--- src/rtl/simple_system_defines.svh ---
// Simple system address map, RAM size and device register offsets

`ifndef SIMPLE_SYSTEM_DEFINES_SVH
`define SIMPLE_SYSTEM_DEFINES_SVH

// RAM region, 4 kB
`define RAM_BASE      32'h0010_0000
`define RAM_MASK      32'hFFFF_F000
`define RAM_WORDS     1024

// Simulation control region, 1 kB
`define SIM_CTRL_BASE 32'h0002_0000
`define SIM_CTRL_MASK 32'hFFFF_FC00
`define SIM_CTRL_OUT  32'h0000_0000
`define SIM_CTRL_HALT 32'h0000_0008

// Machine timer region, 1 kB
`define TIMER_BASE    32'h0003_0000
`define TIMER_MASK    32'hFFFF_FC00
`define MTIME_LO      32'h0000_0000
`define MTIME_HI      32'h0000_0004
`define MTIMECMP_LO   32'h0000_0008
`define MTIMECMP_HI   32'h0000_000C

`endif

--- src/rtl/simple_system_pkg.sv ---
// Simple system bus types shared by the interconnect and its devices

`default_nettype none

package simple_system_pkg;

  // Byte address and data word of the bus
  typedef logic [31:0] addr_t;
  typedef logic [31:0] data_t;

  // One enable per byte lane
  typedef logic [3:0] be_t;

  // Counter and compare width of the machine timer
  typedef logic [63:0] timer_t;

  // Request as issued by the host
  typedef struct packed {
    logic  req;
    logic  we;
    be_t   be;
    addr_t addr;
    data_t wdata;
  } bus_req_t;

  // Response, one cycle after the grant
  typedef struct packed {
    logic  rvalid;
    data_t rdata;
    logic  err;
  } bus_rsp_t;

  // Device that owns an access
  typedef enum logic [1:0] {
    DEV_RAM      = 2'd0,
    DEV_SIM_CTRL = 2'd1,
    DEV_TIMER    = 2'd2,
    DEV_NONE     = 2'd3
  } dev_sel_t;

endpackage

`default_nettype wire

--- src/rtl/bus_xbar.sv ---
// Bus crossbar routing one host to the RAM, sim control and timer devices

`timescale 1ns/100ps
`default_nettype none

`include "simple_system_defines.svh"

module bus_xbar (
  input  wire                         clk_i,
  input  wire                         rst_i,

  input  simple_system_pkg::bus_req_t host_req_i,
  output logic                        host_gnt_o,
  output simple_system_pkg::bus_rsp_t host_rsp_o,

  output simple_system_pkg::bus_req_t ram_req_o,
  output simple_system_pkg::bus_req_t ctrl_req_o,
  output simple_system_pkg::bus_req_t timer_req_o,

  input  simple_system_pkg::bus_rsp_t ram_rsp_i,
  input  simple_system_pkg::bus_rsp_t ctrl_rsp_i,
  input  simple_system_pkg::bus_rsp_t timer_rsp_i
);

  simple_system_pkg::dev_sel_t dev_sel;
  simple_system_pkg::dev_sel_t sel_q;
  logic                        pend_q;

  // No back-pressure, every request is taken at once
  assign host_gnt_o = host_req_i.req;

  // Region match on base and mask
  always_comb begin
    if ((host_req_i.addr & `RAM_MASK) == `RAM_BASE) begin
      dev_sel = simple_system_pkg::DEV_RAM;
    end else if ((host_req_i.addr & `SIM_CTRL_MASK) == `SIM_CTRL_BASE) begin
      dev_sel = simple_system_pkg::DEV_SIM_CTRL;
    end else if ((host_req_i.addr & `TIMER_MASK) == `TIMER_BASE) begin
      dev_sel = simple_system_pkg::DEV_TIMER;
    end else begin
      dev_sel = simple_system_pkg::DEV_NONE;
    end
  end

  // Same payload to all devices, req only to the selected one
  always_comb begin
    ram_req_o   = host_req_i;
    ctrl_req_o  = host_req_i;
    timer_req_o = host_req_i;

    ram_req_o.req   = host_req_i.req && (dev_sel == simple_system_pkg::DEV_RAM);
    ctrl_req_o.req  = host_req_i.req && (dev_sel == simple_system_pkg::DEV_SIM_CTRL);
    timer_req_o.req = host_req_i.req && (dev_sel == simple_system_pkg::DEV_TIMER);
  end

  // Remember the owner of the access in flight
  always_ff @(posedge clk_i) begin
    if (rst_i) begin
      sel_q  <= simple_system_pkg::DEV_NONE;
      pend_q <= 1'b0;
    end else begin
      sel_q  <= dev_sel;
      pend_q <= host_req_i.req;
    end
  end

  // Response mux, unmapped accesses answered here with an error
  always_comb begin
    case (sel_q)
      simple_system_pkg::DEV_RAM: begin
        host_rsp_o = ram_rsp_i;
      end
      simple_system_pkg::DEV_SIM_CTRL: begin
        host_rsp_o = ctrl_rsp_i;
      end
      simple_system_pkg::DEV_TIMER: begin
        host_rsp_o = timer_rsp_i;
      end
      default: begin
        host_rsp_o = '{rvalid: pend_q, rdata: '0, err: pend_q};
      end
    endcase
  end

endmodule

`default_nettype wire

--- config.mk ---
export PLATFORM = sky130hd
export DESIGN_NAME = bus_xbar
export DESIGN_NICKNAME = d
export VERILOG_FILES = /design/src/rtl/simple_system_pkg.sv /design/src/rtl/bus_xbar.sv
export VERILOG_INCLUDE_DIRS = /design/src /design/src/rtl
export SDC_FILE = /design/constraint.sdc
export NUM_CORES = 1
export LEC_CHECK = 0
export ABC_AREA = 0
export BUFFER_PORTS_ARGS = -buffer_cell sky130_fd_sc_hd__buf_2
export CAP_MARGIN = 15
export CORE_AREA = 2 2 164 166
export CTS_CLUSTER_SIZE = 30
export DETAILED_ROUTE_END_ITERATION = 12
export DIE_AREA = 0 0 166 168
export MAX_ROUTING_LAYER = met4
export PLACE_DENSITY = 0.32
export SLEW_MARGIN = 0
export SYNTH_ARGS = -nofsm -noshare
export SYNTH_HDL_FRONTEND = slang
export SYNTH_SLANG_ARGS = --single-unit
export TNS_END_PERCENT = 30
--- constraint.sdc ---
create_clock -name clk_i -period 1 [get_ports clk_i]
set_input_delay 0.05 -clock clk_i [delete_from_list [all_inputs] [get_ports clk_i]]
set_output_delay 0.05 -clock clk_i [all_outputs]
set_load 0.005 [all_outputs]
== After elaboration in Yosys (flattened, before gate mapping) ==
Index checks and enable logic that the tools add are counted.
Word-level totals
  register bits after elaboration: 3
  latch bits: 0
  bits in writable memories: 0
  memory bits (read-only): 0
  input port bits: 174
  output and inout bits: 245
  word-level logic and storage cells: 18
  memories: 0
Cells by class
  add/sub/neg operators: 0
  $mul: 0
  div/mod/pow operators: 0
  magnitude comparators: 0
  equality and inequality tests: 7
  shifts and indexed selects: 0
  muxes and demuxes: 4
  bitwise operators: 0
  reductions and logical operators: 5
Operator list (number)
  case mux 34 bit (3 select lines): 1
  equality test 22 x 8 -> 1 bit, second input constant: 2
  equality test 20 x 9 -> 1 bit, second input constant: 1
  equality test 2 x 1 -> 1 bit, second input constant: 2
  equality test 2 bit, second input constant: 2
  logical NOT 2 bit: 2
  two-way mux 2 bit: 2
  logical AND 1 bit: 3
  two-way mux 1 bit: 1

== Depth between registers and ports, before layout ==
  word-level depth: 6
  mapped depth: 6
  mapped depth without buffers: 3

== Worst setup path after synthesis ==
Ideal clock, no wire load.
  kind: register to output
  start: register sel_q[0]
  end: output host_rsp_o[12] (netlist bit)
  arrival: 1029 ps
  required time: 950 ps
  path slack: -79 ps
  cell stages (with the launch flop): 5
  cell sequence: dfxtp_1 > buf_2 > buf_2 > mux2i_1 > o21ai_0
RTL lines
  from (decl): RTL line bus_xbar.sv:26  | simple_system_pkg::dev_sel_t sel_q;
  from (signal assigned): RTL line bus_xbar.sv:59  | sel_q <= simple_system_pkg::DEV_NONE;
  from (signal assigned): RTL line bus_xbar.sv:62  | sel_q <= dev_sel;
  to (decl): RTL line bus_xbar.sv:14  | output simple_system_pkg::bus_rsp_t host_rsp_o,

==> impl_metrics.csv <==
group,metric,value,unit
run_status,status,"complete, but fails checks",
run_status,violations,"setup timing",
placement,dp_hpwl,7230,microns
final_layout,fin_area,0.00286,sq mm
die,die-area,0.0279,sq mm
critical_path,cp_num_buf_inv,2,
clocking,path_clk_slew,30,ps
sta,setup_slack,-412,ps
final_layout,final_nets,558,
detailed_routing,vias,2120,
job,maxCapViolCount,0,
final_layout,final-seq-area,65.1,sq um
synthesis,synth_area,0.00246,sq mm
synthesis,seq_area_frac_synth,0.0244,
placement,placed_area,0.00266,sq mm
synthesis,yosys_warnings,0,
detailed_routing,detail-route-antenna-nets,0,
sta,period_minus_slack,1410,ps
clocking,cts_root_buf,"clkbuf_16",
synthesis,synth_edf_count,0,
sta,hold_violations,0,
die,fp-row-count,60,
clocking,cts_tree,"built",
placement,place_ws,-525,ps
sta,drv_slew,0,
die,pin_count,419,
detailed_routing,drc,0,
power,p_leak,1.63,nW
power,p_per_area,471,mW/mm^2
final_layout,n_antenna_cell,0,
critical_path,cp_slowest_stage_delay,500,ps
critical_path,arrival,1360,ps
die,die_y,168,microns
synthesis,syn_area_per_cell,7.22,sq um
critical_path,crit_chain,"buf_12 -> mux4_2 -> buf_6",
synthesis,synth_fp_nets,515,
critical_path,critPathLaunchType,"flop",
detailed_routing,vias_per_cell,2.93,
critical_path,worst-setup-path-type,"flop to output pin",
sta,finalSetupViolCount,39,
placement,placed_cells,717,
grt,grt_pass1_vias,1972,
critical_path,critical_path.top_delay_family,"multiplexers",
sta,fin_setup_tns,-11300,ps
placement,port_buffers,230,
grt,overflow,0,
synthesis,synth.distinct_cells,21,
synthesis,synthArstFlopShare,0,
detailed_routing,drt_first_pass_iters,4,
placement,gp_congestion,0.671,
clocking,clockBufferDepth,2,
grt,gr-usage-all-layers,0.0546,
final_layout,fill_cells,3075,
worst_hold_path,holdCritPathClass,"input pin to flop",
synthesis,ys_ff_latch,3,
detailed_routing,wl,8420,microns
synthesis,syn_inst,341,
die,core_area,0.0264,sq mm
detailed_routing,drtIter0Drc,53,
grt,grt_max_degree,23,
synthesis,synth_ff_type,"dfxtp_1",
grt,grt_pass1_wl,11600,microns
sta,rsz0062_at_grt,"yes",
clocking,cts.sink_count,3,
critical_path,cp-end-kind,"output pin",
die,fp.dieW,166,microns
power,peakVddDrop,0.000459,V
synthesis,synth_top_cell_by_area,"buf_4",
sta,finalCritPeriodShare,1.41,
synthesis,synth_area_leaders,"buf_4 (63%), mux2i_1 (13%), o21ai_1 (5.3%)",
final_layout,layout.cells.non_filler,724,
final_layout,drive_gt1_frac,0.726,
die,start_util,0.0934,
clocking,cts_made_buffers,3,
sta,worst-slew-pin-transition,270,ps
sta,slew_headroom,0.818,
critical_path,critical_path_required,950,ps
grt,antenna_found_initial,0,
detailed_routing,wire_per_inst,11.6,microns
clocking,cts_max_level,1,
synthesis,yosys.area.top_type_share,0.634,
critical_path,worst-path-max-fanout,4,
sta,fmax,708,MHz
critical_path,cp_slowest_cell,"mux4_2",
final_layout,multi_input_area,851,sq um
final_layout,areaGrowthSynthToFinish,16.2,%
flip-flops by register name, indices dropped and copies added (netlist names):
register	count
pend_q	1
sel_q	2
kinds of logic (layout without fill, tap and decap cells):
| family | after synthesis | in the layout | synth area share |
|---|---|---|---|
| buffers and inverters | 221 | 263 | 0.658 |
| AND/OR/NAND/NOR | 49 | 49 | 0.0976 |
| AO/OA/AOI/OAI | 34 | 34 | 0.0717 |
| multiplexers | 34 | 34 | 0.148 |
| flip-flops | 3 | 3 | 0.0244 |
cell usage after synthesis (2+ instances only):
cell and n:
buf_4 208, mux2i_1 32, nand2_1 32, o21ai_1 26, buf_2 7, o21ai_0 6
and4_1 4, clkbuf_1 4, dfxtp_1 3, nor3_1 3, inv_1 2, mux4_2 2
nor2_1 2, nor2b_1 2, nor4_1 2
through the flow:
| stage | total power (W) | utilization | hold slack (ps) |
|---|---|---|---|
| 3_5_place_dp | 0.000698 | 0.101 | 100 |
| 4_1_cts | 0.00136 | 0.107 | 37.9 |
| 2_1_floorplan | 0.000863 | - | 122 |
| 6_report | 0.00135 | 0.109 | 32.0 |
| 5_1_grt | 0.00144 | 0.109 | 37.1 |
| 3_3_place_gp | 0.000704 | 0.101 | 100 |
report_power, final:
| group | internal, W | switching (W) |
|---|---|---|
| Sequential | 0.000120 | 0.00000296 |
| Combinational | 0.000358 | 0.000238 |
| Clock | 0.000526 | 0.000103 |
| Total | 0.00100 | 0.000344 |
layout by cell type, fill, tap and decap left out:
master and count:
inv_1 2, buf_12 4, buf_6 5, or4b_4 1, mux2i_4 1, mux4_2 2, and4_1 3, clkbuf_16 3
o21ai_1 28, nor3_2 3, nor2b_1 1, and4_4 1, nor2b_2 1, nor2_1 1, nand2b_1 1, dfxtp_1 1
buf_4 21, nor2_4 1, mux2i_2 2, dfxtp_4 1, or4_4 1, o2111ai_2 1, o211ai_1 1, dfxtp_2 1
clkbuf_1 1, nor4_1 1, nor4_4 1, buf_2 227, nor2_2 1, o21ai_0 4, mux2i_1 29, nand2_1 32
final cells by class:
class / count / area share
repair buffers: 257 / 0.500
multi-input cells: 117 / 0.298
clock buffers: 4 / 0.0276
well taps: 341 / 0.149
inverters: 2 / 0.00263
flip-flops and latches: 3 / 0.0228
path summary, 6_finish.rpt:
path	cells past startpoint	slack (ps)	start	end
max	3	-410	sel_q[0]	host_rsp_o[0]
min	2	30	rst_i	pend_q
what timing repair did:
action | in CTS | in global routing
endpoints found under the setup margin | 39 | 39
pin swaps | 6 | 1
gates cloned | 0 | 0
hold buffers | 0 | 0
setup buffers | 3 | 0
resized for setup | 13 | 9
routing by layer:
| metal | wire [microns] | track usage | part of all wire |
|---|---|---|---|
| met4 | 67 | 0.00907 | 0.0080 |
| met5 | 0 | - | 0 |
| met2 | 3320 | 0.0702 | 0.39 |
| met3 | 1520 | 0.0425 | 0.18 |
| met1 | 3510 | 0.0669 | 0.42 |
Power figures use the tool's default switching activity.
