$ cat config.mk
export PLATFORM = sky130hd
export DESIGN_NAME = timer
export DESIGN_NICKNAME = d
export VERILOG_FILES = /design/src/rtl/simple_system_pkg.sv /design/src/rtl/timer.sv
export VERILOG_INCLUDE_DIRS = /design/src /design/src/rtl
export SDC_FILE = /design/constraint.sdc
export NUM_CORES = 1
export LEC_CHECK = 0
export CORE_AREA = 2 2 142 144
export CTS_CLUSTER_SIZE = 25
export DETAILED_ROUTE_END_ITERATION = 7
export DIE_AREA = 0 0 144 146
export DONT_BUFFER_PORTS = 1
export PLACE_DENSITY = 0.74
export REMOVE_ABC_BUFFERS = 1
export SLEW_MARGIN = 25
export SYNTH_ARGS = -nofsm -noshare
export SYNTH_HDL_FRONTEND = slang
export SYNTH_SLANG_ARGS = --single-unit
$ cat constraint.sdc
create_clock -name clk_i -period 2.4 [get_ports clk_i]
set_input_delay 0.36 -clock clk_i [delete_from_list [all_inputs] [get_ports clk_i]]
set_output_delay 0.36 -clock clk_i [all_outputs]
set_load 0.02 [all_outputs]
$ cat src/rtl/simple_system_defines.svh
// Simple system address map, RAM size and device register offsets

`ifndef SIMPLE_SYSTEM_DEFINES_SVH
`define SIMPLE_SYSTEM_DEFINES_SVH

// RAM region, 4 kB
`define RAM_BASE      32'h0010_0000
`define RAM_MASK      32'hFFFF_F000
`define RAM_WORDS     1024

// Simulation control region, 1 kB
`define SIM_CTRL_BASE 32'h0002_0000
`define SIM_CTRL_MASK 32'hFFFF_FC00
`define SIM_CTRL_OUT  32'h0000_0000
`define SIM_CTRL_HALT 32'h0000_0008

// Machine timer region, 1 kB
`define TIMER_BASE    32'h0003_0000
`define TIMER_MASK    32'hFFFF_FC00
`define MTIME_LO      32'h0000_0000
`define MTIME_HI      32'h0000_0004
`define MTIMECMP_LO   32'h0000_0008
`define MTIMECMP_HI   32'h0000_000C

`endif

$ cat src/rtl/simple_system_pkg.sv
// Simple system bus types shared by the interconnect and its devices

`default_nettype none

package simple_system_pkg;

  // Byte address and data word of the bus
  typedef logic [31:0] addr_t;
  typedef logic [31:0] data_t;

  // One enable per byte lane
  typedef logic [3:0] be_t;

  // Counter and compare width of the machine timer
  typedef logic [63:0] timer_t;

  // Request as issued by the host
  typedef struct packed {
    logic  req;
    logic  we;
    be_t   be;
    addr_t addr;
    data_t wdata;
  } bus_req_t;

  // Response, one cycle after the grant
  typedef struct packed {
    logic  rvalid;
    data_t rdata;
    logic  err;
  } bus_rsp_t;

  // Device that owns an access
  typedef enum logic [1:0] {
    DEV_RAM      = 2'd0,
    DEV_SIM_CTRL = 2'd1,
    DEV_TIMER    = 2'd2,
    DEV_NONE     = 2'd3
  } dev_sel_t;

endpackage

`default_nettype wire

$ cat src/rtl/timer.sv
// Machine timer with 64-bit mtime, mtimecmp and a registered interrupt

`timescale 1ns/100ps
`default_nettype none

`include "simple_system_defines.svh"

module timer (
  input  wire                         clk_i,
  input  wire                         rst_i,

  input  simple_system_pkg::bus_req_t req_i,
  output simple_system_pkg::bus_rsp_t rsp_o,

  output logic                        irq_o
);

  simple_system_pkg::timer_t mtime_q;
  simple_system_pkg::timer_t mtime_d;
  simple_system_pkg::timer_t mtimecmp_q;
  simple_system_pkg::timer_t mtimecmp_d;
  simple_system_pkg::addr_t  offset;
  simple_system_pkg::data_t  rdata_d;
  simple_system_pkg::data_t  rdata_q;
  logic                      rvalid_q;
  logic                      err_q;
  logic                      offset_ok;
  logic                      wr;

  // Enabled bytes of wdata replace the old word
  function automatic simple_system_pkg::data_t be_merge(
    input simple_system_pkg::data_t old_val,
    input simple_system_pkg::data_t new_val,
    input simple_system_pkg::be_t   be
  );
    simple_system_pkg::data_t res;
    res = old_val;
    for (int i = 0; i < $bits(simple_system_pkg::be_t); i++) begin
      if (be[i]) begin
        res[8*i +: 8] = new_val[8*i +: 8];
      end
    end
    return res;
  endfunction

  assign offset = req_i.addr & ~`TIMER_MASK;
  assign wr     = req_i.req && req_i.we;

  // Register decode for both write and read
  always_comb begin
    mtime_d    = mtime_q + 64'd1;
    mtimecmp_d = mtimecmp_q;
    offset_ok  = 1'b1;
    rdata_d    = '0;
    case (offset)
      `MTIME_LO: begin
        rdata_d = mtime_q[31:0];
        if (wr) begin
          mtime_d = {mtime_q[63:32], be_merge(mtime_q[31:0], req_i.wdata, req_i.be)};
        end
      end
      `MTIME_HI: begin
        rdata_d = mtime_q[63:32];
        if (wr) begin
          mtime_d = {be_merge(mtime_q[63:32], req_i.wdata, req_i.be), mtime_q[31:0]};
        end
      end
      `MTIMECMP_LO: begin
        rdata_d = mtimecmp_q[31:0];
        if (wr) begin
          mtimecmp_d[31:0] = be_merge(mtimecmp_q[31:0], req_i.wdata, req_i.be);
        end
      end
      `MTIMECMP_HI: begin
        rdata_d = mtimecmp_q[63:32];
        if (wr) begin
          mtimecmp_d[63:32] = be_merge(mtimecmp_q[63:32], req_i.wdata, req_i.be);
        end
      end
      default: begin
        offset_ok = 1'b0;
      end
    endcase
  end

  always_ff @(posedge clk_i) begin
    if (rst_i) begin
      mtime_q    <= '0;
      mtimecmp_q <= '1;
      irq_o      <= 1'b0;
      rvalid_q   <= 1'b0;
      err_q      <= 1'b0;
    end else begin
      mtime_q    <= mtime_d;
      mtimecmp_q <= mtimecmp_d;
      irq_o      <= (mtime_q >= mtimecmp_q);
      rvalid_q   <= req_i.req;
      err_q      <= req_i.req && !offset_ok;
    end
  end

  always_ff @(posedge clk_i) begin
    if (req_i.req) begin
      rdata_q <= rdata_d;
    end
  end

  assign rsp_o = '{rvalid: rvalid_q, rdata: rdata_q, err: err_q};

endmodule

`default_nettype wire

Word-level counts from Yosys, hierarchy flattened
Index checks and enable logic that the tools add are counted.

word-level totals
  bits of input ports = 72
  memories kept = 0
  output and inout bits = 35
  memory bits (read-only) = 0
  bits in latches = 0
  logic and storage cells = 65
  bits in writable memories = 0
  register bits after elaboration = 163

cells by class
  $add $sub $neg = 1
  shifts and indexed selects = 0
  divide/modulo/power cells = 0
  equal/unequal tests = 13
  $lt $le $gt $ge = 1
  bitwise operators = 0
  mux-type cells = 9
  $mul = 0
  reduce and logical (&&, ||, !) cells = 21

operators with widths
  cell                                                   number
  two-way mux 64 bit                                     2
  case mux 32 bit (4 select lines)                       1
  case mux 64 bit (2 select lines)                       1
  adder 64 x 1 -> 64 bit (second input constant)         1
  >= comparator 64 bit                                   1
  zero test 32 bit                                       1
  two-way mux 8 bit                                      4
  inequality test 3 bit (second input constant)          8
  AND reduction 3 bit                                    8
  equality test 10 x 4 -> 1 bit (second input constant)  2
  AND reduction 2 bit                                    8
  equality test 10 x 3 -> 1 bit (second input constant)  1
  inequality test 2 bit (second input constant)          2
  OR reduction 4 bit                                     1
  logical AND 1 bit                                      2
  zero test 1 bit                                        1
  two-way mux 1 bit                                      1

Longest topological paths before layout
  depth in word-level cells = 5
  depth in mapped cells = 9
  gate-level depth less buffers = 8

Least setup slack after synthesis
Ideal clock, no wire load.

  path kind = input-to-reg
  start = in req_i[39] (netlist name)
  end = reg mtime_q[62]
  data required time = 2.268 ns
  slack = -0.011 ns
  setup time = 0.132 ns
  data arrival time = 2.279 ns
  path buffers = 3
  stages = 9
  cell sequence = or4_4 -> or4_1 -> buf_6 -> buf_6 -> buf_6 -> o21ai_0 -> o21ai_1 -> a221oi_1 -> a21oi_1

on the way
  longest elaborated chain between the ends = 3

RTL lines
  what                                                                      RTL line     text
  start, declared                                                           timer.sv:12  input simple_system_pkg::bus_req_t req_i,
  zero test 32 bit or equality test 10 x 3 -> 1 bit (tied branches)         timer.sv:55  case (offset)
  inequality test 2 bit (no line) or inequality test 3 bit (tied branches)  -
  AND reduction 2 bit (no line)                                             -
  end signal, assigned                                                      timer.sv:94  mtime_q <= mtime_d;
  end, declared                                                             timer.sv:18  simple_system_pkg::timer_t mtime_q;

Several ways; a longest one is shown, not always the timed one.
A chain may end at the register's enable or synchronous reset.

Worst setup path after layout
  start = reg mtime_q[0]
  end = reg mtime_q[61]

on the way
  longest elaborated chain between the ends = 3

RTL lines
  what                                          RTL line                  text
  adder 64 x 1 -> 64 bit *                      timer.sv:51               mtime_d = mtime_q + 64'd1;
  two-way mux 64 bit, on equally long branches  timer.sv:64, timer.sv:58
  case mux 64 bit (2 select lines) *            timer.sv:55

Every way passes the cells marked *; elsewhere a longest branch is shown, timed or not. The select of a mux whose other input is x is not followed.

==> key figures <==
STA
  • Max-slew violation count: 0
  • Clock Skew: 0.01195 ns
  • WHS: 0.002313 ns
  • Post-layout minimum cycle time: 2.359 ns
  • Max Clock Freq: 423.8 MHz
  • Slack of the critical path: 0.04064 ns
  • Max_slew headroom: 0.4999
  • Finish-stage setup viols: 0
  • Worst-Margin Slew: 0.7477 ns
  • Final Hold Viols: 0
  • Crit share post-route: 0.9831

Synth
  • Post-synthesis average cell area: 9.027 sq um
  • #FFs+latches synth: 163
  • Synth Area in Adders: 0.08154
  • Post-synthesis sequential area ratio: 0.3593
  • Yosys warning count: 0
  • Simple-Gate Fraction of Synth Area: 0.2365
  • Library cells used by synthesis: 74
  • XOR/XNOR Fraction of Synth Area: 0.007025
  • Post-synthesis compound-gate area fraction: 0.1751
  • Post-synth EDFFs: 32
  • Mapped Area: 9975 sq um
  • Cells after synthesis: 1105
  • Ys flop type: dfxtp_1
  • Main combinational cell family by area after synthesis: simple AND/OR/NAND/NOR gates
  • Post-synthesis mux area share: 0.07827
  • Async SR Flop Fraction: 0

Drt
  • Drt initial violations: 1180
  • TritonRoute pass-1 iters: 8
  • Drt via density: 6.430
  • DRC: 0
  • Final ANT Viol Nets: 0
  • Wire length per cell: 20.75 um
  • Via Count: 9490
  • Routed WL: 30630 um

Clock tree
  • Clock Root Buffer: clkbuf_16
  • Reg clk slew, reported paths: 0.06 ns
  • Max clock buf depth: 2
  • TritonCTS clock tree: built
  • Clk_lat worst skew: 0.44 ns
  • Clock sink count: 163
  • H-Tree Depth: 4
  • Num CTS Buffers: 17

Placed design
  • Post-DP HPWL: 21510 um
  • Routability congestion estimate: 0.9451
  • Pre-CTS setup slack: -0.3073 ns
  • Area after DPL: 11080 sq um
  • Port bufs: 0

Die
  • FP Rows: 51
  • Die H: 146 um
  • Initial Utilization: 0.5159
  • Die width: 144 um
  • Die footprint: 21020 sq um
  • Core ar.: 19330 sq um
  • Ports: 107

GRT
  • Largest net degree at the start of global routing: 63
  • Met2 GRT Util: 0.4583
  • Global-route wire length before repair: 47640 um
  • Initial antenna violation count: 0
  • Gr ovfl total: 0
  • Met3 Track Usage GR: 0.06482
  • Met1 track demand over resource: 0.3883
  • Busiest grt layer: met2
  • Vias in the first global route: 8872
  • Overall Global Routing Usage: 0.2899

Power
  • Pwr dens: 483.0 nW/um^2
  • Combinational Power Share: 0.032
  • Sequential share of power: 0.495
  • Clock Power Share: 0.473
  • NetSw: 1.257 mW
  • Pleak: 5.015 nW
  • Max IR drop VDD: 0.4278 mV
  • Power Internal: 4.501 mW
  • Net Sw Frac: 0.2183

Worst setup path
  • R2R Setup Slk: 0.04 ns
  • Critical Path RT: 2.72 ns
  • CP Capture Type: flip-flop
  • Critical path startpoint category: flip-flop
  • Crit-path max FO: 5
  • Data arrival, critical path: 2.68 ns
  • Crit Path Class: reg2reg

Finish
  • Area growth from synthesis to layout: 19.52%
  • Design Area, Final: 11920 sq um
  • Share of layout cells above drive strength 1: 0.2221
  • Final Util: 0.6166
  • Antenna cells: 0
  • Final nets: 1335

Worst hold path
  • Worst hold path class: in2reg

Outcome
  • Outcome: complete, no violations

Flow run
  • MaxCap Viol Count: 0
-- power by group through the flow --
stage          sequential (mW)  combinational (mW)  clock (mW)
4_1_cts                   2.85               0.164        2.75
6_report                  2.85               0.187        2.72
5_1_grt                   2.85               0.199        2.87
3_5_place_dp              2.91               0.155           0
3_3_place_gp              2.91               0.152           0
2_1_floorplan             2.91               0.111           0
-- metrics by stage --
stage,setup TNS [ns],power [mW],std cells
final,0,5.758,1476
after global routing,-0.06849,5.918,1476
after CTS,-0.01716,5.764,1474
after detailed placement,-6.628,3.064,1435
after global placement,-5.426,3.061,1435
after floorplan,-57.88,3.020,1039
-- synthesized netlist by cell type, drive strengths merged, types with 14 or more instances --
master / count / area (sq um)
nand2: 140 / 525.5
nand4: 35 / 252.8
dfxtp: 131 / 2623
ha: 65 / 813.3
o21ai: 25 / 125.1
a21oi: 48 / 240.2
and2: 17 / 108.9
inv: 78 / 292.8
nand3: 33 / 187.7
mux4: 32 / 720.7
nor2: 53 / 219.0
a211oi: 23 / 172.7
edfxtp: 32 / 960.9
and3: 21 / 131.4
o211ai: 81 / 608.1
nor4: 24 / 207.7
a31oi: 23 / 143.9
nor2b: 37 / 231.5
clkbuf: 31 / 117.6
or3: 14 / 87.58
buf: 35 / 211.5
nor3: 33 / 165.2
-- cell families (layout without fill, tap and decap cells) --
family	count (synthesis)	in the layout
AO/OA/AOI/OAI	252	252
XOR/XNOR	8	8
adder cells (fa/ha/maj)	65	65
buffers and inverters	144	250
flip-flops	163	163
multiplexers	38	38
AND/OR/NAND/NOR	435	435
-- metal layers --
layer	share of wire	routed length [um]	vias up
li1	-	-	4344
met1	0.41	12700	4511
met2	0.47	14260	544
met3	0.091	2796	91
met4	0.028	872	0
met5	0	0	-
-- worst max-delay path, cell delays in order (launching register included) --
cell and delay (ns):
dfxtp_2 0.33, buf_6 0.10, buf_4 0.13, nand3_1 0.19, or4_4 0.50, nor4b_2 0.31
nand4_1 0.22, a221oi_1 0.36, a211oi_1 0.09
-- sequential cells by signal (all words and copies together), names as in the netlist --
| name | count |
|---|---|
| err_q | 1 |
| irq_o | 1 |
| mtime_q | 64 |
| mtimecmp_q | 64 |
| rdata_q | 32 |
| rvalid_q | 1 |
-- area by class of cell --
cell class                      count  area (sq um)
Clock buffer                       24         471.7
Inverter                           78         292.8
Timing Repair Buffer              140          1200
Sequential cell                   163          3603
Multi-Input combinational cell    798          5919
Tap cell                          265         331.6
Fill cell                        1609          7413
Clock inverter                      8         102.6
-- worst paths after layout --
path / startpoint / end / depth (start not counted)
min reg2reg: mtimecmp_q[25]$_SDFFE_PP1P_ / mtimecmp_q[25]$_SDFFE_PP1P_ / 2
max reg2reg: mtime_q[0]$_SDFFE_PP0P_ / mtime_q[61]$_SDFFE_PP0P_ / 8
max: mtime_q[0]$_SDFFE_PP0P_ / mtime_q[61]$_SDFFE_PP0P_ / 8
min: rst_i / mtime_q[44]$_SDFFE_PP0P_ / 1
-- layout by cell type, fill, tap and decap left out, types with 13 or more instances in the layout --
cell / synthesis / layout
nand2_1: 140 / 140
buf_4: 6 / 125
dfxtp_1: 131 / 115
o211ai_1: 81 / 81
inv_1: 77 / 77
ha_1: 65 / 64
nor2_1: 49 / 49
a21oi_1: 48 / 45
nor2b_1: 37 / 37
mux4_2: 32 / 32
edfxtp_1: 32 / 32
nand4_1: 31 / 31
nor3_1: 33 / 31
nand3_1: 30 / 27
o21ai_0: 24 / 24
a31oi_1: 23 / 23
a211oi_1: 23 / 23
and3_1: 21 / 20
clkbuf_16: 0 / 17
nor4_1: 19 / 16
dfxtp_2: 0 / 16
and2_1: 14 / 13
-- what timing repair did --
item | in CTS | in global routing
endpoints found under the setup margin | 8 | 27
endpoints found under the hold margin | 44 | 28
gates resized for setup | 21 | 26
buffers inserted | 5 | 0
hold buffers | 2 | 2
cloned | 0 | 0
pin swaps | 7 | 11
No activity file was read; power rests on OpenSTA's default activity.
