## src/rtl/simple_system_defines.svh

```systemverilog
// Simple system address map, RAM size and device register offsets

`ifndef SIMPLE_SYSTEM_DEFINES_SVH
`define SIMPLE_SYSTEM_DEFINES_SVH

// RAM region, 4 kB
`define RAM_BASE      32'h0010_0000
`define RAM_MASK      32'hFFFF_F000
`define RAM_WORDS     1024

// Simulation control region, 1 kB
`define SIM_CTRL_BASE 32'h0002_0000
`define SIM_CTRL_MASK 32'hFFFF_FC00
`define SIM_CTRL_OUT  32'h0000_0000
`define SIM_CTRL_HALT 32'h0000_0008

// Machine timer region, 1 kB
`define TIMER_BASE    32'h0003_0000
`define TIMER_MASK    32'hFFFF_FC00
`define MTIME_LO      32'h0000_0000
`define MTIME_HI      32'h0000_0004
`define MTIMECMP_LO   32'h0000_0008
`define MTIMECMP_HI   32'h0000_000C

`endif

```

## src/rtl/simple_system_pkg.sv

```systemverilog
// Simple system bus types shared by the interconnect and its devices

`default_nettype none

package simple_system_pkg;

  // Byte address and data word of the bus
  typedef logic [31:0] addr_t;
  typedef logic [31:0] data_t;

  // One enable per byte lane
  typedef logic [3:0] be_t;

  // Counter and compare width of the machine timer
  typedef logic [63:0] timer_t;

  // Request as issued by the host
  typedef struct packed {
    logic  req;
    logic  we;
    be_t   be;
    addr_t addr;
    data_t wdata;
  } bus_req_t;

  // Response, one cycle after the grant
  typedef struct packed {
    logic  rvalid;
    data_t rdata;
    logic  err;
  } bus_rsp_t;

  // Device that owns an access
  typedef enum logic [1:0] {
    DEV_RAM      = 2'd0,
    DEV_SIM_CTRL = 2'd1,
    DEV_TIMER    = 2'd2,
    DEV_NONE     = 2'd3
  } dev_sel_t;

endpackage

`default_nettype wire

```

## src/rtl/sim_ctrl.sv

```systemverilog
// Simulation control with character output strobe and sticky halt flag

`timescale 1ns/100ps
`default_nettype none

`include "simple_system_defines.svh"

module sim_ctrl (
  input  wire                         clk_i,
  input  wire                         rst_i,

  input  simple_system_pkg::bus_req_t req_i,
  output simple_system_pkg::bus_rsp_t rsp_o,

  output logic                        char_valid_o,
  output logic [7:0]                  char_o,
  output logic                        halt_o
);

  simple_system_pkg::addr_t offset;
  logic                     wr_out;
  logic                     wr_halt;
  logic                     rvalid_q;

  assign offset = req_i.addr & ~`SIM_CTRL_MASK;

  // Character only counts when the low byte lane is written
  assign wr_out  = req_i.req && req_i.we && (offset == `SIM_CTRL_OUT) && req_i.be[0];
  assign wr_halt = req_i.req && req_i.we && (offset == `SIM_CTRL_HALT);

  always_ff @(posedge clk_i) begin
    if (rst_i) begin
      char_valid_o <= 1'b0;
      halt_o       <= 1'b0;
      rvalid_q     <= 1'b0;
    end else begin
      char_valid_o <= wr_out;
      rvalid_q     <= req_i.req;
      // Stays set until reset
      if (wr_halt) begin
        halt_o <= 1'b1;
      end
    end
  end

  always_ff @(posedge clk_i) begin
    if (wr_out) begin
      char_o <= req_i.wdata[7:0];
    end
  end

  // Reads give zero, no error
  assign rsp_o = '{rvalid: rvalid_q, rdata: '0, err: 1'b0};

endmodule

`default_nettype wire

```

## config.mk

```make
export PLATFORM = sky130hd
export DESIGN_NAME = sim_ctrl
export DESIGN_NICKNAME = d
export VERILOG_FILES = /design/src/rtl/simple_system_pkg.sv /design/src/rtl/sim_ctrl.sv
export VERILOG_INCLUDE_DIRS = /design/src /design/src/rtl
export SDC_FILE = /design/constraint.sdc
export NUM_CORES = 1
export LEC_CHECK = 0
export ABC_CLOCK_PERIOD_IN_PS = 1700
export CAP_MARGIN = 20
export CORE_AREA = 2 2 45 47
export CTS_BUF_LIST = sky130_fd_sc_hd__clkbuf_16
export DETAILED_ROUTE_END_ITERATION = 6
export DIE_AREA = 0 0 47 49
export DONT_BUFFER_PORTS = 1
export MAX_ROUTING_LAYER = met4
export PLACE_DENSITY = 0.54
export REMOVE_ABC_BUFFERS = 1
export SKIP_CTS_REPAIR_TIMING = 1
export SYNTH_ARGS = -nofsm -noshare
export SYNTH_HDL_FRONTEND = slang
export SYNTH_SLANG_ARGS = --single-unit
```

## constraint.sdc

```tcl
create_clock -name clk_i -period 1.7 [get_ports clk_i]
set_input_delay 0.34 -clock clk_i [delete_from_list [all_inputs] [get_ports clk_i]]
set_output_delay 0.34 -clock clk_i [all_outputs]
set_load 0.03 [all_outputs]
```

== After elaboration in Yosys (flattened, before gate mapping) ==
Cells that the tools add are included.
Cells by class
  reduce and logical (&&, ||, !) cells: 5
  equality and inequality tests: 1
Operators by type and width (count)
  $logic_not 32->1: 1
  $eq 10x4->1 const B: 1
  $logic_and 1x1->1: 4
Storage, ports and cells
  input bits: 72
  register bits after elaboration: 11
  word-level logic and storage cells: 10

== Logic depth before layout (Yosys ltp) ==
Gate-level depths: netlist of the first run.
  depth after elaboration: 3
  gate-level depth with buffers: 3

== Least setup slack after synthesis of the first run ==
Ideal clock, no wire load.
  kind: input port to flip-flop
  start: input req_i[37] (netlist name)
  end: register char_o[0] (enable)
  buffers on the path: 0
  data arrival time: 0.993 ns
  setup slack: 0.373 ns
  stages on the path: 2
  required time: 1.366 ns
  cells stage by stage: nor4_2 and4_1
On the way
  cells in the longest elaborated chain, start to end: 3
Ends and longest elaborated chain
  from (decl): line sim_ctrl.sv:12  | input simple_system_pkg::bus_req_t req_i,
  $logic_not 32->1 (no source line)
  $logic_and 1x1->1 (2 in a row): line sim_ctrl.sv:28  | assign wr_out = req_i.req && req_i.we && (offset == `SIM_CTRL_OUT) && req_i.be[0];
  net wr_out: line sim_ctrl.sv:21  | logic wr_out;
  to (signal assigned): line sim_ctrl.sv:48  | char_o <= req_i.wdata[7:0];
  to (decl): line sim_ctrl.sv:16  | output logic [7:0] char_o,
The timed path passes the listed nets, and every way through them passes these cells.
A chain may end at the register's enable or synchronous reset.

== Final worst setup path of the first run ==
  start: input req_i[37] (netlist name)
  end: register char_o[3] (enable)
The elaborated chain is that of the path after synthesis.

==> flow_metrics.py, run 1 <==
metrics = {
    "grt": {
        "antenna_found_initial": 0,
        "track_usage_pct": 6.61,
        "grt_pass1_vias": 213,
        "grt_pass1_wl_um": 972,
        "gr-total-overflow": 0,
        "grt_max_degree": 10,
    },
    "cells_and_area": {
        "instances_no_fill": 85,
        "num_antenna_cells": 0,
        "syn_to_final_growth_pct": -3.54,
        "final_nets": 131,
        "drive_above_1_share_pct": 6.90,
    },
    "worst_setup_path": {
        "crit_chain": "nor4_2, and4_1",
        "r2r_setup_slack_ns": 0.92,
        "cp-start-kind": "primary input",
        "end_kind": "flop",
        "worstPathRequired_ns": 1.59,
        "cp.arrival_ns": 1.09,
        "slowest_stage": "and4_1",
        "worstPathMaxFanout": 9,
        "critPathTopFamily": "simple AND/OR/NAND/NOR gates",
        "cp_num_buf_inv": 0,
        "critical_path_class": "primary input to flop",
        "cpPeakStageDelay_ns": 0.47,
    },
    "sta": {
        "fin_crit_ns": 1.20,
        "setup_violations": 0,
        "finalSetupTns_ns": 0,
        "fmax_mhz": 834,
        "report.final.slew_viol_count": 0,
        "worst_clock_skew_ns": 0,
        "finalCritPeriodShare_pct": 70.5,
        "whs_ns": 0.173,
        "finalHoldViolations": 0,
        "rsz0062_at_grt": "false",
    },
    "logic_synthesis": {
        "syn_inst": 56,
        "synthesis.area_um2": 636,
        "synth_edf_count": 8,
        "synth_top_area_cell": "buf_4",
        "async_reset_ff_share_pct": 0,
        "ys_top_cells_by_area": "buf_4 40%, edfxtp_1 38%, dfxtp_1 9.4%",
        "ys_ff_latch": 11,
        "yosysSeqAreaShare_pct": 47.2,
        "synth_warnings": 0,
        "synth_cell_types": 13,
        "synth_common_cells": "34 x buf_4, 8 x edfxtp_1, 3 x dfxtp_1",
        "yosysTopAreaCellShare_pct": 40.2,
        "yosysMostFrequentCell": "buf_4",
        "syn_avg_cell_area_um2": 11.4,
        "synth_flop_cell": "edfxtp_1",
    },
    "detailed_routing": {
        "via_per_inst": 3.59,
        "dr.first_iter.drc_count": 2,
        "ant_nets": 0,
        "vias": 305,
        "wire_per_inst_um": 9.81,
        "drcViolationCount": 0,
        "totalWireLength_um": 834,
        "first_pass_iters": 3,
    },
    "run_status": {
        "status": "completed",
    },
    "floorplanning": {
        "initial_core_util_pct": 34.5,
        "io_pins": 116,
        "die_w_um": 47,
        "die_y_um": 49,
        "coreArea_um2": 1840,
        "dieArea_um2": 2300,
        "rows": 16,
    },
    "place": {
        "gp_congestion": 0.618,
        "placed_cells": 81,
        "placement.io_buffers": 0,
        "dpl.hpwl_um": 721,
    },
    "run": {
        "drv_cap": 0,
    },
    "power": {
        "p_leak_uw": 0.000272,
        "powerDensity_nw_per_um2": 1320,
        "ir_drop_mv": 0.386,
    },
    "cts": {
        "clk_pin_slew_worst_paths_ns": 0.04,
        "cts_sinks": 11,
        "tritoncts": "yes",
        "htree_levels": 1,
        "clk_path_buf_depth": 2,
        "cts-buffers-inserted": 3,
        "clk_latency_ns": 0.23,
        "cts_root_buf": "clkbuf_16",
    },
    "hold_path": {
        "worstHoldPathType": "primary input to flop",
    },
}
## flip-flops by register name, summed over array words and instances (netlist names)
name	cells
rvalid_q	1
halt_o	1
char_valid_o	1
char_o	8
## metal layers
layer | up-vias | part of all wire, % | GRT usage, %
met5 | - | 0 | -
met4 | 0 | 3.1 | 5.56
met3 | 3 | 23 | 5.19
met2 | 57 | 35 | 8.68
met1 | 123 | 38 | 5.94
li1 | 122 | - | -
## cell type report
cell class,count,area (um^2)
Multi-Input combinational cell,43,200
Clock buffer,3,75.1
Tap cell,27,33.8
Fill cell,192,1230
Sequential cell,11,300
Clock inverter,1,3.75
## final timing paths
kind	startpoint	endpoint	cells past startpoint
min reg2reg	halt_o	halt_o	2
max	req_i[37]	char_o[3]	2
max reg2reg	halt_o	halt_o	2
min	rst_i	halt_o	1
## placed cells by master, fill, tap and decap left out
cell type and n:
and2b_1 1, and3b_1 1, and4_1 1, conb_1 33, nor4_2 1, a41oi_1 1
nor4b_1 1, edfxtp_1 8, inv_1 1, nor2b_1 1, nor2_1 2, clkbuf_16 3
dfxtp_1 3, nor3b_1 1
## where the power goes
group	leakage [uW]	switching [uW]	internal (uW)	total [uW]
sequential	0.0000963	3.18	290	293
combinational	0.000134	98.2	3.91	102
clock	0.0000423	103	307	411
## cell families (layout without fill, tap and decap cells)
kind of cell           count (synthesis)  after routing  share of synthesized area, %
buffers and inverters                 34              4                          40.2
flip-flops                            11             11                          47.2
AND/OR/NAND/NOR                        9              9                          10.6
other                                  1             33                         0.590
AO/OA/AOI/OAI                          1              1                          1.38
## through the flow
stage | utilization, % | power, uW | setup slack (ns) | area (um^2)
floorplan | - | 397 | 0.373 | 500
global placement | 29.0 | 398 | 0.261 | 534
CTS | 33.3 | 812 | 0.488 | 613
global route | 33.3 | 834 | 0.393 | 613
detailed placement | 29.0 | 398 | 0.241 | 534
finish | 33.3 | 806 | 0.501 | 613
Power figures use the tool's default switching activity.
==> run 2, diff against run 1 <==
--- a/config.mk
+++ b/config.mk
@@ -6,7 +6,7 @@
 export SDC_FILE = /design/constraint.sdc
 export NUM_CORES = 1
 export LEC_CHECK = 0
-export ABC_CLOCK_PERIOD_IN_PS = 1700
+export ABC_CLOCK_PERIOD_IN_PS = 1100
 export CAP_MARGIN = 20
 export CORE_AREA = 2 2 45 47
 export CTS_BUF_LIST = sky130_fd_sc_hd__clkbuf_16
@@ -14,7 +14,7 @@
 export DIE_AREA = 0 0 47 49
 export DONT_BUFFER_PORTS = 1
 export MAX_ROUTING_LAYER = met4
-export PLACE_DENSITY = 0.54
+export PLACE_DENSITY = 0.56
 export REMOVE_ABC_BUFFERS = 1
 export SKIP_CTS_REPAIR_TIMING = 1
 export SYNTH_ARGS = -nofsm -noshare
==> constraint.sdc (replaced) <==
create_clock -name clk_i -period 1.1 [get_ports clk_i]
set_input_delay 0.22 -clock clk_i [delete_from_list [all_inputs] [get_ports clk_i]]
set_output_delay 0.22 -clock clk_i [all_outputs]
set_load 0.03 [all_outputs]
==> flow_metrics.py, run 2 (synthesized netlist as in run 1, its figures left out) <==
metrics = {
    "worst_setup_path": {
        "rr_endpoint": "halt_o",
        "worstPathMaxFanout": 1,
        "worstPathRequired_ns": 0.88,
        "critical_path_class": "flop to output pin",
        "r2r-start": "halt_o",
        "end_kind": "output pin",
        "cp-start-kind": "flop",
        "cp.arrival_ns": 0.75,
        "r2r_setup_slack_ns": 0.32,
        "reg2regPathDepth": 2,
    },
    "sta": {
        "fin_crit_ns": 0.975,
        "rsz0062_at_grt": "false",
        "finalHoldViolations": 0,
        "setup_violations": 0,
        "finalCritPeriodShare_pct": 88.6,
        "report.final.slew_viol_count": 0,
        "fmax_mhz": 1030,
        "worst_clock_skew_ns": 0,
    },
    "power": {
        "p_leak_uw": 0.000278,
        "ir_drop_mv": 0.625,
        "powerDensity_nw_per_um2": 2010,
    },
    "grt": {
        "antenna_found_initial": 0,
        "grt_pass1_wl_mm": 1.06,
        "gr-total-overflow": 0,
        "track_usage_pct": 6.97,
        "grt_max_degree": 10,
        "grt_pass1_vias": 245,
    },
    "hold_path": {
        "worstHoldEndpoint": "rvalid_q",
        "hold_path_depth": 1,
        "hp-start": "rst_i",
        "worstHoldPathType": "primary input to flop",
    },
    "cells_and_area": {
        "final_nets": 132,
        "seq_area_um2": 300,
        "num_antenna_cells": 0,
        "syn_to_final_growth_pct": -2.36,
        "top_register": "char_o",
        "layout_commonest_cell": "conb_1",
        "n_fill_cell": 186,
        "instances_no_fill": 86,
        "drive_above_1_share_pct": 8.47,
        "layout_common_cells": "33 x conb_1, 8 x edfxtp_1, 3 x dfxtp_1, 3 x clkbuf_16, 2 x nor2_1",
        "largest_register_ffs": 8,
        "design_area_um2": 621,
        "multi_input_area_um2": 200,
    },
    "floorplanning": {
        "die_w_um": 47,
        "coreArea_um2": 1840,
        "dieArea_um2": 2300,
        "die_y_um": 49,
        "initial_core_util_pct": 34.5,
        "io_pins": 116,
        "rows": 16,
    },
    "cts": {
        "clk_pin_slew_worst_paths_ns": 0.04,
        "clk_latency_ns": 0.23,
        "htree_levels": 1,
        "cts-buffers-inserted": 3,
        "tritoncts": "yes",
        "clk_path_buf_depth": 2,
        "cts_sinks": 11,
        "cts_root_buf": "clkbuf_16",
    },
    "run_status": {
        "status": "completed",
    },
    "detailed_routing": {
        "dr.first_iter.drc_count": 1,
        "vias": 297,
        "first_pass_iters": 3,
        "wire_per_inst_um": 10.6,
        "totalWireLength_um": 911,
        "ant_nets": 0,
        "drcViolationCount": 0,
        "via_per_inst": 3.45,
    },
    "place": {
        "gp_congestion": 0.629,
        "placed_cells": 82,
        "placement.io_buffers": 0,
        "dpl.hpwl_um": 780,
        "place_area_um2": 542,
    },
    "run": {
        "drv_cap": 0,
    },
}
==> run 2: per-stage QoR <==
step / hold WS [ns] / worst slack [ns] / power [uW] / util, % / setup TNS [ns]
detailed placement: 0.295 / -0.0960 / 614 / 29.4 / -0.766
floorplan: 0.292 / -0.107 / 613 / - / -0.854
global placement: 0.294 / -0.0887 / 614 / 29.4 / -0.709
global route: 0.0464 / 0.0883 / 1290 / 33.7 / 0
finish: 0.0538 / 0.125 / 1250 / 33.7 / 0
CTS: 0.0502 / 0.120 / 1250 / 33.7 / 0
==> run 2: how the worst max path moves through the flow <==
stage | start | endpoint | slack (ns) | cells past startpoint
2_1_floorplan | req_i[37] | char_o[0] | -0.11 | 2
3_3_place_gp | req_i[37] | char_o[6] | -0.09 | 3
3_5_place_dp | req_i[37] | char_o[0] | -0.1 | 3
4_1_cts | halt_o | halt_o | 0.12 | 0
5_1_grt | req_i[35] | char_o[0] | 0.09 | 3
6_report | char_o[2] | char_o[2] | 0.13 | 0
==> run 2: layout make-up <==
class | instances | area share (%)
Sequential cell | 11 | 48.4
Clock buffer | 3 | 12.1
Tap cell | 27 | 5.44
Timing Repair Buffer | 1 | 1.21
Clock inverter | 1 | 0.605
Multi-Input combinational cell | 43 | 32.3
==> run 2: where the power goes <==
group / internal (uW) / switching (uW)
combinational: 6.03 / 151
clock: 475 / 160
sequential: 448 / 4.96
total: 930 / 316
==> run 2: per-layer routing <==
| layer | vias up | GRT usage, % | share of wire, % |
|---|---|---|---|
| met2 | 57 | 11.4 | 42 |
| met5 | - | - | 0 |
| met4 | 0 | 5.56 | 0 |
| met3 | 0 | 2.96 | 24 |
| met1 | 115 | 5.69 | 34 |
| li1 | 125 | - | - |
==> run 3, diff against run 2 <==
--- a/config.mk
+++ b/config.mk
@@ -6,15 +6,15 @@
 export SDC_FILE = /design/constraint.sdc
 export NUM_CORES = 1
 export LEC_CHECK = 0
-export ABC_CLOCK_PERIOD_IN_PS = 1100
+export ABC_CLOCK_PERIOD_IN_PS = 900
 export CAP_MARGIN = 20
-export CORE_AREA = 2 2 45 47
+export CORE_MARGIN = 2
+export CORE_UTILIZATION = 35
 export CTS_BUF_LIST = sky130_fd_sc_hd__clkbuf_16
 export DETAILED_ROUTE_END_ITERATION = 6
-export DIE_AREA = 0 0 47 49
 export DONT_BUFFER_PORTS = 1
 export MAX_ROUTING_LAYER = met4
-export PLACE_DENSITY = 0.56
+export PLACE_DENSITY = 0.54
 export REMOVE_ABC_BUFFERS = 1
 export SKIP_CTS_REPAIR_TIMING = 1
 export SYNTH_ARGS = -nofsm -noshare
==> constraint.sdc (replaced) <==
create_clock -name clk_i -period 0.9 [get_ports clk_i]
set_input_delay 0.18 -clock clk_i [delete_from_list [all_inputs] [get_ports clk_i]]
set_output_delay 0.18 -clock clk_i [all_outputs]
set_load 0.03 [all_outputs]
==> flow_metrics.py, run 3 (synthesized netlist as in run 1, its figures left out) <==
metrics = {
    "floorplanning": {
        "initial_core_util_pct": 37.2,
        "coreArea_um2": 1710,
        "die_w_um": 46.6,
        "io_pins": 116,
        "dieArea_um2": 2170,
        "rows": 15,
        "die_y_um": 46.6,
    },
    "worst_setup_path": {
        "worstPathMaxFanout": 1,
        "worstPathRequired_ns": 0.72,
        "cp.arrival_ns": 0.75,
        "end_kind": "output pin",
        "critical_path_class": "flop to output pin",
        "cp-start-kind": "flop",
    },
    "cells_and_area": {
        "largest_register_ffs": 8,
        "final_util_pct": 40.0,
        "layout_commonest_cell": "conb_1",
        "syn_to_final_growth_pct": 7.48,
        "design_area_um2": 683,
        "n_fill_cell": 162,
        "layout_common_cells": "33 x conb_1, 8 x edfxtp_1, 3 x dfxtp_2, 3 x clkbuf_16",
        "multi_input_area_um2": 218,
        "drive_above_1_share_pct": 22.6,
        "final_nets": 135,
        "top_register": "char_o",
        "seq_area_um2": 304,
        "num_antenna_cells": 0,
    },
    "sta": {
        "fin_ws_ns": -0.0322,
        "finalCritPeriodShare_pct": 104,
        "fmax_mhz": 1070,
        "finalHoldViolations": 0,
        "fin_crit_ns": 0.932,
        "rsz0062_at_grt": "true",
        "finalSetupTns_ns": -0.223,
        "report.final.slew_viol_count": 0,
        "worst_clock_skew_ns": 0,
        "setup_violations": 13,
        "whs_ns": 0.00462,
    },
    "detailed_routing": {
        "vias": 320,
        "ant_nets": 0,
        "via_per_inst": 3.68,
        "wire_per_inst_um": 10.9,
        "dr.first_iter.drc_count": 1,
        "first_pass_iters": 3,
        "totalWireLength_um": 951,
        "drcViolationCount": 0,
    },
    "cts": {
        "clk_latency_ns": 0.23,
        "cts_root_buf": "clkbuf_16",
        "htree_levels": 1,
        "clk_path_buf_depth": 2,
        "clk_pin_slew_worst_paths_ns": 0.04,
        "cts_sinks": 11,
        "cts-buffers-inserted": 3,
        "tritoncts": "yes",
    },
    "grt": {
        "grt_pass1_wl_um": 876,
        "grt_max_degree": 10,
        "antenna_found_initial": 0,
        "grt_pass1_vias": 206,
        "track_usage_pct": 6.83,
        "gr-total-overflow": 0,
    },
    "place": {
        "gp_congestion": 0.668,
        "place_area_um2": 567,
        "place_ws_ns": -0.248,
        "placement.io_buffers": 0,
    },
    "run_status": {
        "violations": "setup timing",
        "status": "complete, but fails checks",
    },
    "power": {
        "powerDensity_nw_per_um2": 2240,
        "p_leak_uw": 0.000302,
        "ir_drop_mv": 0.898,
    },
    "hold_path": {
        "worstHoldPathType": "primary input to flop",
    },
    "run": {
        "drv_cap": 0,
    },
}
## run 3: final cells by class
cell class | instances | area share (%)
Clock buffer | 3 | 11.0
Clock inverter | 1 | 0.733
Multi-Input combinational cell | 43 | 31.9
Sequential cell | 11 | 44.5
Tap cell | 25 | 4.58
Timing Repair Buffer | 4 | 7.33
## run 3: final timing paths
kind | from | to | slack (ns) | cells past startpoint
max | char_o[2] | char_o[2] | -0.03 | 0
min | rst_i | halt_o | 0.005 | 1
max reg2reg | halt_o | halt_o | 0.21 | 2
min reg2reg | halt_o | halt_o | 0.51 | 2
## run 3: where the power goes
group          leakage, uW  switching (uW)  internal (uW)  total, uW
clock network    0.0000409             194            585        780
logic             0.000163             187           12.0        199
registers        0.0000976            5.84            549        554
## run 3: worst reg2reg max path, stage by stage (launching register included)
cell,delay [ns]
dfxtp_2,0.33
a41oi_1,0.19
nor2_1,0.05
## run 3: stage by stage
stage | cells | power (uW)
global placement | 82 | 754
floorplan | 54 | 750
finish | 87 | 1530
global route | 87 | 1590
detailed placement | 82 | 754
CTS | 86 | 1550
## run 3: per-layer routing
metal	wire length (um)	track usage, %	share of wire [%]
met1	336	5.95	35
met5	0	-	0
met4	7	6.67	0.74
met3	235	5.10	25
met2	372	9.17	39
